--- src/sd_cmd_pkg.sv ---
// ********************
// shared types and constants for the SD CMD line PHY
// a response word is MSB first; 48-bit responses use its top 48 bits
// resp_type codes must match the link layer's encoding
// ********************
`default_nettype none

package sd_cmd_pkg;

   // frame lengths and CRC7 bounds, in wire bit positions
   localparam int CMD_LEN       = 48;
   localparam int RESP_LONG_LEN = 136;
   localparam int CMD_CRC_SPAN  = 40;
   localparam int R2_CRC_FIRST  = 8;
   localparam int R2_CRC_LAST   = 127;

   typedef logic [6:0]   crc7_t;
   typedef logic [135:0] resp_word_t;

   // position counter, wide enough for a 136-bit frame
   typedef logic [7:0]   bit_count_t;

   // one host command, first wire bit at the top
   typedef struct packed {
      logic        start;
      logic        transmission;
      logic [5:0]  index;
      logic [31:0] argument;
      crc7_t       crc;
      logic        stop;
   } cmd_frame_t;

   // only resp_r2 selects the 136-bit frame
   typedef enum logic [3:0] {
      resp_r1  = 4'd1,
      resp_r1b = 4'd2,
      resp_r2  = 4'd3,
      resp_r3  = 4'd4,
      resp_r6  = 4'd5,
      resp_r7  = 4'd6
   } resp_type_e;

   typedef enum logic [2:0] {
      rx_reset,
      rx_init_wait,
      rx_idle,
      rx_read,
      rx_check
   } rx_state_e;

   typedef enum logic [2:0] {
      tx_reset,
      tx_idle,
      tx_preamble,
      tx_write,
      tx_write_end
   } tx_state_e;

endpackage

`default_nettype wire
--- src/sd_cmd_phy.sv ---
// ********************
// SD card CMD line PHY, card side
// commands in on the rising edge, responses out on the falling edge
// resp_act is a level; its rising edge starts a response
// and it must drop before the next request
// ********************
`default_nettype none

module sd_cmd_phy
   import sd_cmd_pkg::*;
#(
   parameter int INIT_CLOCKS = 60
) (
   input  logic       sd_clk,
   input  logic       reset_n,
   input  logic       sd_cmd_i,
   output logic       sd_cmd_o,
   output logic       sd_cmd_t,
   output cmd_frame_t cmd_in,
   output logic       cmd_in_crc_good,
   output logic       cmd_in_act,
   input  logic       resp_act,
   input  resp_type_e resp_type,
   input  resp_word_t resp_out,
   output logic       resp_done
);

   logic       resp_start;
   logic [3:0] resp_type_sync;
   resp_type_e resp_type_s;
   logic       cmd_driving;

   // request level from the link clock domain
   sd_sync #(.WIDTH(1)) u_sync_act (
      .reset_n  (reset_n),
      .sd_clk   (sd_clk),
      .async_in (resp_act),
      .sync_out (),
      .rise     (resp_start)
   );

   sd_sync #(.WIDTH(4)) u_sync_type (
      .reset_n  (reset_n),
      .sd_clk   (sd_clk),
      .async_in (resp_type),
      .sync_out (resp_type_sync),
      .rise     ()
   );

   assign resp_type_s = resp_type_e'(resp_type_sync);

   sd_cmd_rx #(.INIT_CLOCKS(INIT_CLOCKS)) u_rx (
      .sd_clk          (sd_clk),
      .reset_n         (reset_n),
      .sd_cmd_i        (sd_cmd_i),
      .cmd_driving     (cmd_driving),
      .cmd_in          (cmd_in),
      .cmd_in_crc_good (cmd_in_crc_good),
      .cmd_in_act      (cmd_in_act)
   );

   sd_resp_tx u_tx (
      .sd_clk      (sd_clk),
      .reset_n     (reset_n),
      .start       (resp_start),
      .resp_type   (resp_type_s),
      .resp_out    (resp_out),
      .sd_cmd_o    (sd_cmd_o),
      .cmd_driving (cmd_driving),
      .resp_done   (resp_done)
   );

   // pad tristate control, high means released
   assign sd_cmd_t = ~cmd_driving;

endmodule

`default_nettype wire

--- src/sd_resp_tx.sv ---
// ********************
// response transmitter, falling edge of sd_clk
// resp_out must be stable when start arrives
// resp_type must be synchronized along with start
// no back-pressure; a start while busy is lost
// ********************
`default_nettype none

module sd_resp_tx
   import sd_cmd_pkg::*;
(
   input  logic       sd_clk,
   input  logic       reset_n,
   input  logic       start,
   input  resp_type_e resp_type,
   input  resp_word_t resp_out,
   output logic       sd_cmd_o,
   output logic       cmd_driving,
   output logic       resp_done
);

   logic       tx_clk;
   tx_state_e  state;
   bit_count_t count;
   resp_word_t resp_latch;
   resp_type_e resp_kind;
   logic       long_frame;
   logic       writing;
   logic       in_crc;
   bit_count_t last_bit;
   bit_count_t crc_first;
   logic       crc_clear;
   logic       crc_hold;
   logic       crc_advance;
   crc7_t      crc;

   assign tx_clk = ~sd_clk;

   assign long_frame = (resp_kind == resp_r2);
   assign writing    = (state == tx_write);

   assign last_bit  = long_frame ? bit_count_t'(RESP_LONG_LEN - 1) : bit_count_t'(CMD_LEN - 1);
   assign crc_first = long_frame ? bit_count_t'(R2_CRC_LAST + 1) : bit_count_t'(CMD_CRC_SPAN);

   // CRC field and end bit come out of the CRC register
   assign in_crc = writing && (count >= crc_first);

   // R2 leaves its first byte out of the CRC
   assign crc_clear = ((state == tx_idle) && start)
                    || (writing && long_frame && (count < bit_count_t'(R2_CRC_FIRST)));
   assign crc_hold    = writing && (resp_kind == resp_r3) && !in_crc;
   assign crc_advance = writing && !in_crc;

   sd_crc7 u_crc (
      .sd_clk    (tx_clk),
      .reset_n   (reset_n),
      .clear     (crc_clear),
      .advance   (crc_advance),
      .shift_out (in_crc),
      .hold_ones (crc_hold),
      .data_bit  (resp_latch[RESP_LONG_LEN-1]),
      .crc       (crc)
   );

   always_ff @(posedge tx_clk or negedge reset_n) begin
      if (!reset_n) begin
         state       <= tx_reset;
         count       <= '0;
         sd_cmd_o    <= 1'b1;
         cmd_driving <= 1'b0;
         resp_done   <= 1'b0;
      end else begin
         case (state)
            tx_reset: begin
               resp_done   <= 1'b0;
               cmd_driving <= 1'b0;
               state       <= tx_idle;
            end
            tx_idle: begin
               if (start) begin
                  resp_done <= 1'b0;
                  state     <= tx_preamble;
               end
            end
            tx_preamble: begin
               // one idle clock before the first bit
               count <= '0;
               state <= tx_write;
            end
            tx_write: begin
               cmd_driving <= 1'b1;
               sd_cmd_o    <= in_crc ? crc[6] : resp_latch[RESP_LONG_LEN-1];
               count       <= count + 1'b1;
               if (count == last_bit) begin
                  state <= tx_write_end;
               end
            end
            tx_write_end: begin
               cmd_driving <= 1'b0;
               resp_done   <= 1'b1;
               state       <= tx_idle;
            end
            default: begin
               state <= tx_reset;
            end
         endcase
      end
   end

   always_ff @(posedge tx_clk) begin
      if ((state == tx_idle) && start) begin
         resp_latch <= resp_out;
         resp_kind  <= resp_type;
      end else if (writing) begin
         resp_latch <= {resp_latch[RESP_LONG_LEN-2:0], 1'b1};
      end
   end

endmodule

`default_nettype wire

--- src/sd_cmd_rx.sv ---
// ********************
// CMD receiver, rising edge of sd_clk
// waits for CMD high plus INIT_CLOCKS before accepting commands
// start bits are ignored while the PHY drives CMD
// cmd_in, cmd_in_act and cmd_in_crc_good change together,
// 47 clocks after the start bit is sampled
// ********************
`default_nettype none

module sd_cmd_rx
   import sd_cmd_pkg::*;
#(
   parameter int INIT_CLOCKS = 60
) (
   input  logic       sd_clk,
   input  logic       reset_n,
   input  logic       sd_cmd_i,
   input  logic       cmd_driving,
   output cmd_frame_t cmd_in,
   output logic       cmd_in_crc_good,
   output logic       cmd_in_act
);

   rx_state_e            state;
   bit_count_t           count;
   logic                 cmd_last;
   logic [CMD_LEN-2:0]   shift_q;
   logic                 start_seen;
   logic                 crc_clear;
   logic                 crc_advance;
   crc7_t                crc;

   // high to low on CMD while we are not driving it
   assign start_seen = ~sd_cmd_i & cmd_last & ~cmd_driving;

   assign crc_clear   = (state == rx_idle) && start_seen;
   // the start bit is a zero, so it leaves the cleared register alone
   assign crc_advance = (state == rx_read) && (count < bit_count_t'(CMD_CRC_SPAN - 1));

   sd_crc7 u_crc (
      .sd_clk    (sd_clk),
      .reset_n   (reset_n),
      .clear     (crc_clear),
      .advance   (crc_advance),
      .shift_out (1'b0),
      .hold_ones (1'b0),
      .data_bit  (sd_cmd_i),
      .crc       (crc)
   );

   always_ff @(posedge sd_clk or negedge reset_n) begin
      if (!reset_n) begin
         state           <= rx_reset;
         count           <= '0;
         cmd_last        <= 1'b1;
         cmd_in_act      <= 1'b0;
         cmd_in_crc_good <= 1'b0;
      end else begin
         cmd_last <= sd_cmd_i;
         case (state)
            rx_reset: begin
               count <= '0;
               if (sd_cmd_i) begin
                  state <= rx_init_wait;
               end
            end
            rx_init_wait: begin
               // host clocks before its first command
               count <= count + 1'b1;
               if (count == bit_count_t'(INIT_CLOCKS - 1)) begin
                  state <= rx_idle;
               end
            end
            rx_idle: begin
               if (start_seen) begin
                  cmd_in_act <= 1'b0;
                  count      <= '0;
                  state      <= rx_read;
               end
            end
            rx_read: begin
               count <= count + 1'b1;
               // last CRC bit sampled on this edge
               if (count == bit_count_t'(CMD_LEN - 3)) begin
                  state <= rx_check;
               end
            end
            rx_check: begin
               // stop bit is on the wire now
               cmd_in_crc_good <= (shift_q[6:0] == crc);
               cmd_in_act      <= shift_q[CMD_LEN-3];
               state           <= rx_idle;
            end
            default: begin
               state <= rx_reset;
            end
         endcase
      end
   end

   // free running shifter, holds bits 0 to 46 at rx_check
   always_ff @(posedge sd_clk) begin
      shift_q <= {shift_q[CMD_LEN-3:0], sd_cmd_i};
      if (state == rx_check) begin
         cmd_in <= cmd_frame_t'({shift_q, sd_cmd_i});
      end
   end

endmodule

`default_nettype wire

--- src/sd_crc7.sv ---
// ********************
// serial CRC7, polynomial x^7 + x^3 + 1
// control priority: clear, hold_ones, shift_out, advance
// shift_out fills with ones, so the bit after the CRC is a 1
// ********************
`default_nettype none

module sd_crc7
   import sd_cmd_pkg::*;
(
   input  logic  sd_clk,
   input  logic  reset_n,
   input  logic  clear,
   input  logic  advance,
   input  logic  shift_out,
   input  logic  hold_ones,
   input  logic  data_bit,
   output crc7_t crc
);

   logic feedback;

   assign feedback = crc[6] ^ data_bit;

   always_ff @(posedge sd_clk or negedge reset_n) begin
      if (!reset_n) begin
         crc <= '0;
      end else if (clear) begin
         crc <= '0;
      end else if (hold_ones) begin
         crc <= '1;
      end else if (shift_out) begin
         // top bit goes on the wire
         crc <= {crc[5:0], 1'b1};
      end else if (advance) begin
         crc <= {crc[5:3], crc[2] ^ feedback, crc[1:0], feedback};
      end
   end

endmodule

`default_nettype wire

--- src/sd_sync.sv ---
// ********************
// three-stage synchronizer into sd_clk
// bits of a wide input are not kept coherent, so the
// source must hold them stable across the transfer
// rise is meaningful only for WIDTH of 1
// ********************
`default_nettype none

module sd_sync #(
   parameter int WIDTH = 1
) (
   input  logic             reset_n,
   input  logic             sd_clk,
   input  logic [WIDTH-1:0] async_in,
   output logic [WIDTH-1:0] sync_out,
   output logic             rise
);

   logic [WIDTH-1:0] stage1;
   logic [WIDTH-1:0] stage2;
   logic [WIDTH-1:0] stage3;

   always_ff @(posedge sd_clk or negedge reset_n) begin
      if (!reset_n) begin
         stage1 <= '0;
         stage2 <= '0;
         stage3 <= '0;
      end else begin
         stage1 <= async_in;
         stage2 <= stage1;
         stage3 <= stage2;
      end
   end

   assign sync_out = stage3;

   // stage2 has settled here, so this pulses once per 0 to 1 edge
   assign rise = stage2[0] & ~stage3[0];

endmodule

`default_nettype wire

--- config.mk ---
export PLATFORM = sky130hd
export DESIGN_NAME = sd_cmd_phy
export DESIGN_NICKNAME = d
export VERILOG_FILES = /design/src/sd_cmd_pkg.sv /design/src/sd_cmd_phy.sv /design/src/sd_resp_tx.sv /design/src/sd_cmd_rx.sv /design/src/sd_crc7.sv /design/src/sd_sync.sv
export SDC_FILE = /design/constraint.sdc
export NUM_CORES = 1
export LEC_CHECK = 0
export ABC_AREA = 1
export BUFFER_PORTS_ARGS = -buffer_cell sky130_fd_sc_hd__clkbuf_2
export CAP_MARGIN = 20
export CORE_ASPECT_RATIO = 1.4
export CORE_MARGIN = 2
export CORE_UTILIZATION = 40
export CTS_BUF_LIST = sky130_fd_sc_hd__clkbuf_4 sky130_fd_sc_hd__clkbuf_8
export DETAILED_ROUTE_END_ITERATION = 10
export HOLD_SLACK_MARGIN = 0.02
export PLACE_DENSITY_LB_ADDON = 0.1
export SYNTH_ARGS = -nofsm -noshare
export SYNTH_HDL_FRONTEND = slang
export SYNTH_SLANG_ARGS = --single-unit
--- constraint.sdc ---
create_clock -name sd_clk -period 7.6 [get_ports sd_clk]
set_input_delay 0.76 -clock sd_clk [delete_from_list [all_inputs] [get_ports sd_clk]]
set_output_delay 0.76 -clock sd_clk [all_outputs]
set_load 0.1 [all_outputs]
==> impl_metrics.ini, run 1 <==
[sta]
hold_viol_final = 0
setup_viol = 0
report.final.slew_viol_count = 0
rsz0062_at_grt = false
skew_ps = 73.28
setup_tns_ps = 0
worst_pin_slew_ps = 1086
slew_headroom_pct = 27.58

[final_layout]
nets = 1495
syn2layout_area_growth_pct = 24.90
design_area_sq_mm = 0.01386
drive_gt1_share_pct = 21.51
fin_util_pct = 50.44
fillCellCount = 2645
stdcell_count = 1747

[global_routing]
grt.overflow.total = 0
grt_pass1_vias = 8268
grt_pass1_wl_mm = 37.20
grt_use_total_pct = 15.87
grt_max_degree = 103
antenna_found_initial = 1

[power_and_ir_drop]
leakagePower_uw = 0.006800
internal_power_uw = 3598
seqPwrFrac_pct = 46.4
switching_share_pct = 34.32
comb_power_share_pct = 23.2
vdd_drop_max_v = 0.0002839
clkPwrFrac_pct = 30.4
power_density_mw_per_mm2 = 395.3
p_switching_uw = 1880

[placed_design]
placed_area_sq_mm = 0.01235
dp.final_hpwl_mm = 14.01
place_inst = 1523
globalplace.congestion = 0.8025
numPortBuffers = 196

[min_path]
min_path_type = in -> reg

[clock_tree]
cts_tree = built
root_buffer = clkbuf_8
cts-resized-gates = 0
postCtsSetupRepairBufs = 0
cts_buffers = 48
clk_latency_ps = 580
cts.reportedPaths.clkPinSlew_ps = 70
cts_hold_buf = 0
htreeDepth = 2
clockBufferDepth = 3
clock-sinks = 292

[drt]
drc_errors = 0
vias_per_cell = 4.479
avgRoutedWirePerCell_microns = 13.10
antenna_left = 0
via_count = 7825
wl_mm = 22.88
drtIter0Drc = 395
firstDrtPassIters = 4

[logic_synthesis]
synth_top_area_share_pct = 50.88
syn_avg_cell_area_sq_um = 11.30
synth.area.top_cells = edfxtp_1, nand2_1, dfxtp_1
post_synth_num_cell_types = 36
async_flop_share_pct = 19.52
yosys_warnings = 0
yosys-top-cells-count = nand2_1, edfxtp_1, inv_1, dfxtp_1, dfrtp_1
syn-instance-count = 982
synth-seq-cells = 292
syn_nets = 1133
synth_ff_type = edfxtp_1
synth.largest_area_cell = edfxtp_1
yosysMostFrequentCell = nand2_1
seq_area_frac_synth_pct = 72.24
synth-edff-count = 188
synthesis.area_sq_mm = 0.01110

[floorplanning]
ios = 197
row_count = 72
die-area_sq_mm = 0.02911
chipWidth_microns = 144.8
start_util_pct = 40.38
die_h_microns = 201.1
core_area_sq_mm = 0.02748

[worst_setup_path]
cp-end-kind = register
cp.required_ps = 4000
cp.arrival_ps = 2550
start_kind = register
worstPathMaxFanout = 59
path_class = reg -> reg

[job]
cap_violations = 0

[outcome]
outcome = finished clean
[critical path, cell delays in order, from the launching register on]
cell and delay (ps):
dfrtp_1 340, inv_1 80, nor3_4 230, buf_4 540
nor2_1 180, inv_4 100, buf_4 510
[logic make-up after synthesis]
logic type | after synthesis | share of synthesized area, %
flops | 292 | 72.24
buf+inv | 86 | 4.172
compound gates | 48 | 2.492
xor+xnor | 15 | 1.184
simple gates | 534 | 19.12
fa+ha+maj | 7 | 0.7893
[per-layer routing]
metal	share of wire (%)	wire (microns)	up-vias	track usage (%)
met5	0	0	-	0
met4	2.4	556	0	7.802
met3	7.9	1816	50	6.799
met2	47	10710	209	24.81
met1	43	9796	3629	18.61
li1	-	-	3937	-
[layout by cell type, fill, tap and decap left out, drive strengths merged, types with 3 or more instances in the layout]
master / count
nand2: 468
clkbuf: 257
inv: 207
edfxtp: 188
dfxtp: 47
dfrtp: 35
nor2: 26
nand3: 24
o21ai: 24
dfrtn: 20
o22ai: 11
xor2: 10
a21oi: 8
ha: 7
nor3: 7
buf: 7
xnor2: 5
clkinv: 5
bufinv: 3
or2: 3
[layout make-up]
cell class              instances  area (sq um)  share of cell area (%)
flip-flops and latches        292          8015                   57.84
well taps                     370         462.9                   3.341
clock buffers                  61         789.5                   5.697
inverters                      54         207.7                   1.499
clock inverters               162         698.2                   5.038
repair buffers                203          1059                   7.638
multi-input cells             604          2624                   18.93
diodes                          1         2.502                 0.01806
[sequential cells by signal, indices dropped and copies added (netlist names), 4 cells and up]
name / count
u_rx.cmd_in: 48
u_rx.count: 8
u_rx.shift_q: 47
u_rx.u_crc.crc: 7
u_sync_type.stage1: 4
u_sync_type.stage2: 4
u_sync_type.sync_out: 4
u_tx.count: 8
u_tx.resp_kind: 4
u_tx.resp_latch: 136
u_tx.u_crc.crc: 7
[per-stage QoR]
step / hold slack, ps / power, uW / setup WS (ps)
after floorplan: 326.5 / 3651 / 1011
after global placement: 331.3 / 3949 / 1425
after detailed placement: 334.1 / 3964 / 1385
after CTS: 259.7 / 5592 / 1376
after global routing: 263.3 / 5919 / 1186
final: 311.7 / 5478 / 1451
[power groups by stage]
stage	Sequential (uW)	Combinational [uW]	Clock, uW
after detailed placement	2560	1290	111
after CTS	2550	1300	1750
after global routing	2590	1450	1870
final	2540	1270	1660
after global placement	2560	1280	111
after floorplan	2740	804	111
[path summary, 6_finish.rpt]
| check | from | end | slack [ps] | cells after the start |
|---|---|---|---|---|
| min in group asynchronous | reset_n | u_sync_type.sync_out[1]$_DFF_PN0_ | 340 | 1 |
| worst min register to register | u_sync_type.stage2[1]$_DFF_PN0_ | u_sync_type.sync_out[1]$_DFF_PN0_ | 330 | 0 |
| worst max register to register | u_sync_act.stage2$_DFF_PN0_ | u_tx.resp_latch[37]$_DFFE_NP_ | 1450 | 6 |
| worst max-delay path | u_sync_act.stage2$_DFF_PN0_ | u_tx.resp_latch[37]$_DFFE_NP_ | 1450 | 6 |
| worst min-delay path | resp_act | u_sync_act.stage1$_DFF_PN0_ | 310 | 1 |
| max in group asynchronous | reset_n | u_tx.count[3]$_DFFE_NN0P_ | 2960 | 1 |
Note: power is estimated with default switching activity, not from simulation.
==> run 2: changes to the inputs <==
==> constraint.sdc (replaced) <==
create_clock -name sd_clk -period 5.65 [get_ports sd_clk]
set_input_delay 0.565 -clock sd_clk [delete_from_list [all_inputs] [get_ports sd_clk]]
set_output_delay 0.565 -clock sd_clk [all_outputs]
set_load 0.1 [all_outputs]
==> run 2 against run 1 <==
Against the previous run: sequential power is 35% higher; utilization increased by 0.16 points; global-route usage up 0.11 points; clock power grew 34%; non-clock buffer count did not move; hold slack lost 190 ps; count of clock-buffer cells in the layout increased by 5; critical path depth shrank 5; total power is 35% higher; critical endpoint is now sd_cmd_o; highest routed layer unchanged.
==> impl_metrics.ini, run 2 (synthesis results as in run 1) <==
[placed_design]
globalplace.congestion = 0.7750
place_inst = 1524
numPortBuffers = 196
placed_area_sq_mm = 0.01241
dp.final_hpwl_mm = 14.53

[worst_setup_path]
cp.arrival_ps = 4410
worstPathMaxFanout = 2
crit_slowest_cell = dfstp_2
r2r_start = u_sync_act.stage2$_DFF_PN0_
slowest_delay_ps = 530
crit_chain = clkbuf_2
setup.reg_to_reg.worst_slack_ps = 960
path_class = reg -> out
rr_worst_depth = 5
start_kind = register
timing.rr.end = u_tx.resp_latch[21]$_DFFE_NP_
critPathTopFamily = flip-flops
cp-end-kind = primary output
cp.required_ps = 5090
path_buf_inv = 1

[clock_tree]
cts.reportedPaths.clkPinSlew_ps = 60
htreeDepth = 2
clock-sinks = 292
cts_tree = built
cts_hold_buf = 0
clockBufferDepth = 3
root_buffer = clkbuf_8
cts_buffers = 48
postCtsSetupRepairBufs = 0
clk_latency_ps = 590
cts-resized-gates = 0

[global_routing]
grt_use_met1_pct = 18.32
grt.overflow.total = 0
grt_use_total_pct = 15.98
grt_max_degree = 140
grt_pass1_vias = 8259
grtUsageMet2_pct = 25.83
grt.busiest_layer = met2
grt_pass1_wl_mm = 37.38
grt_use_met3_pct = 6.298
antenna_found_initial = 0

[final_layout]
regArea_sq_mm = 0.008015
stdcell_count = 1748
nets = 1495
diodes = 0
multiInputGateArea_sq_mm = 0.002624
final_common_cell = nand2_1
layout_common_cells = nand2_1, clkbuf_2, inv_1, edfxtp_1, clkbuf_8
syn2layout_area_growth_pct = 25.29
fillCellCount = 2637
fin_util_pct = 50.60
design_area_sq_mm = 0.01390
drive_gt1_share_pct = 21.99
largest_reg_flops = 136
regMostFlops = u_tx.resp_latch
reg_top3 = u_tx.resp_latch x136, u_rx.cmd_in x48, u_rx.shift_q x47

[sta]
rsz0062_at_grt = false
slew_headroom_pct = 32.34
worst_pin_slew_ps = 1013
setup_tns_ps = 0
report.final.slew_viol_count = 0
skew_ps = 66.06
setup_viol = 0
hold_viol_final = 0

[power_and_ir_drop]
finalPower_uw = 7387
clkPwrFrac_pct = 30.1
seqPwrFrac_pct = 46.2
power_density_mw_per_mm2 = 531.3
p_switching_uw = 2516
internal_power_uw = 4870
vdd_drop_max_v = 0.0003474
leakagePower_uw = 0.006793
comb_power_share_pct = 23.7
switching_share_pct = 34.07

[floorplanning]
start_util_pct = 40.38
core_area_sq_mm = 0.02748
row_count = 72
ios = 197
die_h_microns = 201.1
chipWidth_microns = 144.8
die-area_sq_mm = 0.02911

[job]
cap_violations = 0

[min_path]
hp-start = resp_act
min_path_type = in -> reg
hold_path_depth = 1
min_to = u_sync_act.stage1$_DFF_PN0_

[outcome]
outcome = finished clean

[drt]
wl_mm = 22.88
antenna_left = 0
drc_errors = 0
drtIter0Drc = 370
vias_per_cell = 4.459
avgRoutedWirePerCell_microns = 13.09
via_count = 7794
firstDrtPassIters = 4
run 2: cell types whose count changed in the layout (fill, tap and decap cells not counted), moves of 2 or more:
cell        change
buf_4           -3
clkinv_2        -2
clkbuf_4        +6
clkinvlp_2      +5
inv_1           -5
buf_12          +3
run 2: cell type report:
| cell class | instances | share of cell area [%] |
|---|---|---|
| Clock buffer | 66 | 5.904 |
| Timing Repair Buffer | 203 | 7.884 |
| Clock inverter | 159 | 4.860 |
| Tap cell | 370 | 3.330 |
| Inverter | 54 | 1.494 |
| Multi-Input combinational cell | 604 | 18.87 |
| Sequential cell | 292 | 57.65 |
run 2: how the worst max path moves through the flow:
stage	from	endpoint	slack [ps]	cells past startpoint
2_1_floorplan	u_sync_act.stage2$_DFF_PN0_	u_tx.resp_latch[0]$_SDFFCE_NN1P_	40	5
3_3_place_gp	u_sync_act.stage2$_DFF_PN0_	u_tx.resp_latch[42]$_DFFE_NP_	930	5
3_5_place_dp	u_sync_act.stage2$_DFF_PN0_	u_tx.resp_latch[42]$_DFFE_NP_	930	5
4_1_cts	u_tx.sd_cmd_o$_DFFE_NN1P_	sd_cmd_o	610	1
5_1_grt	u_tx.sd_cmd_o$_DFFE_NN1P_	sd_cmd_o	590	1
6_report	u_tx.sd_cmd_o$_DFFE_NN1P_	sd_cmd_o	670	1
run 2: power groups by stage:
| stage | logic, uW | clock network, uW | registers [uW] |
|---|---|---|---|
| 6_report | 1750 | 2220 | 3420 |
| 5_1_grt | 2000 | 2510 | 3480 |
| 4_1_cts | 1800 | 2330 | 3420 |
| 3_5_place_dp | 1790 | 149 | 3440 |
| 3_3_place_gp | 1770 | 149 | 3430 |
| 2_1_floorplan | 1080 | 149 | 3680 |
run 2: metal layers:
metal	part of all wire, %	wire length [microns]	up-vias
li1	-	-	3929
met1	41	9494	3634
met2	49	11270	188
met3	7.1	1626	43
met4	2.1	490	0
met5	0	0	-
run 2: stage by stage:
stage                     hold slack [ps]  worst slack [ps]
after floorplan                     269.4             36.44
after global placement              330.9             934.0
after detailed placement            334.7             932.0
after CTS                           71.25             613.4
after global routing                76.28             585.5
final                               124.0             670.4
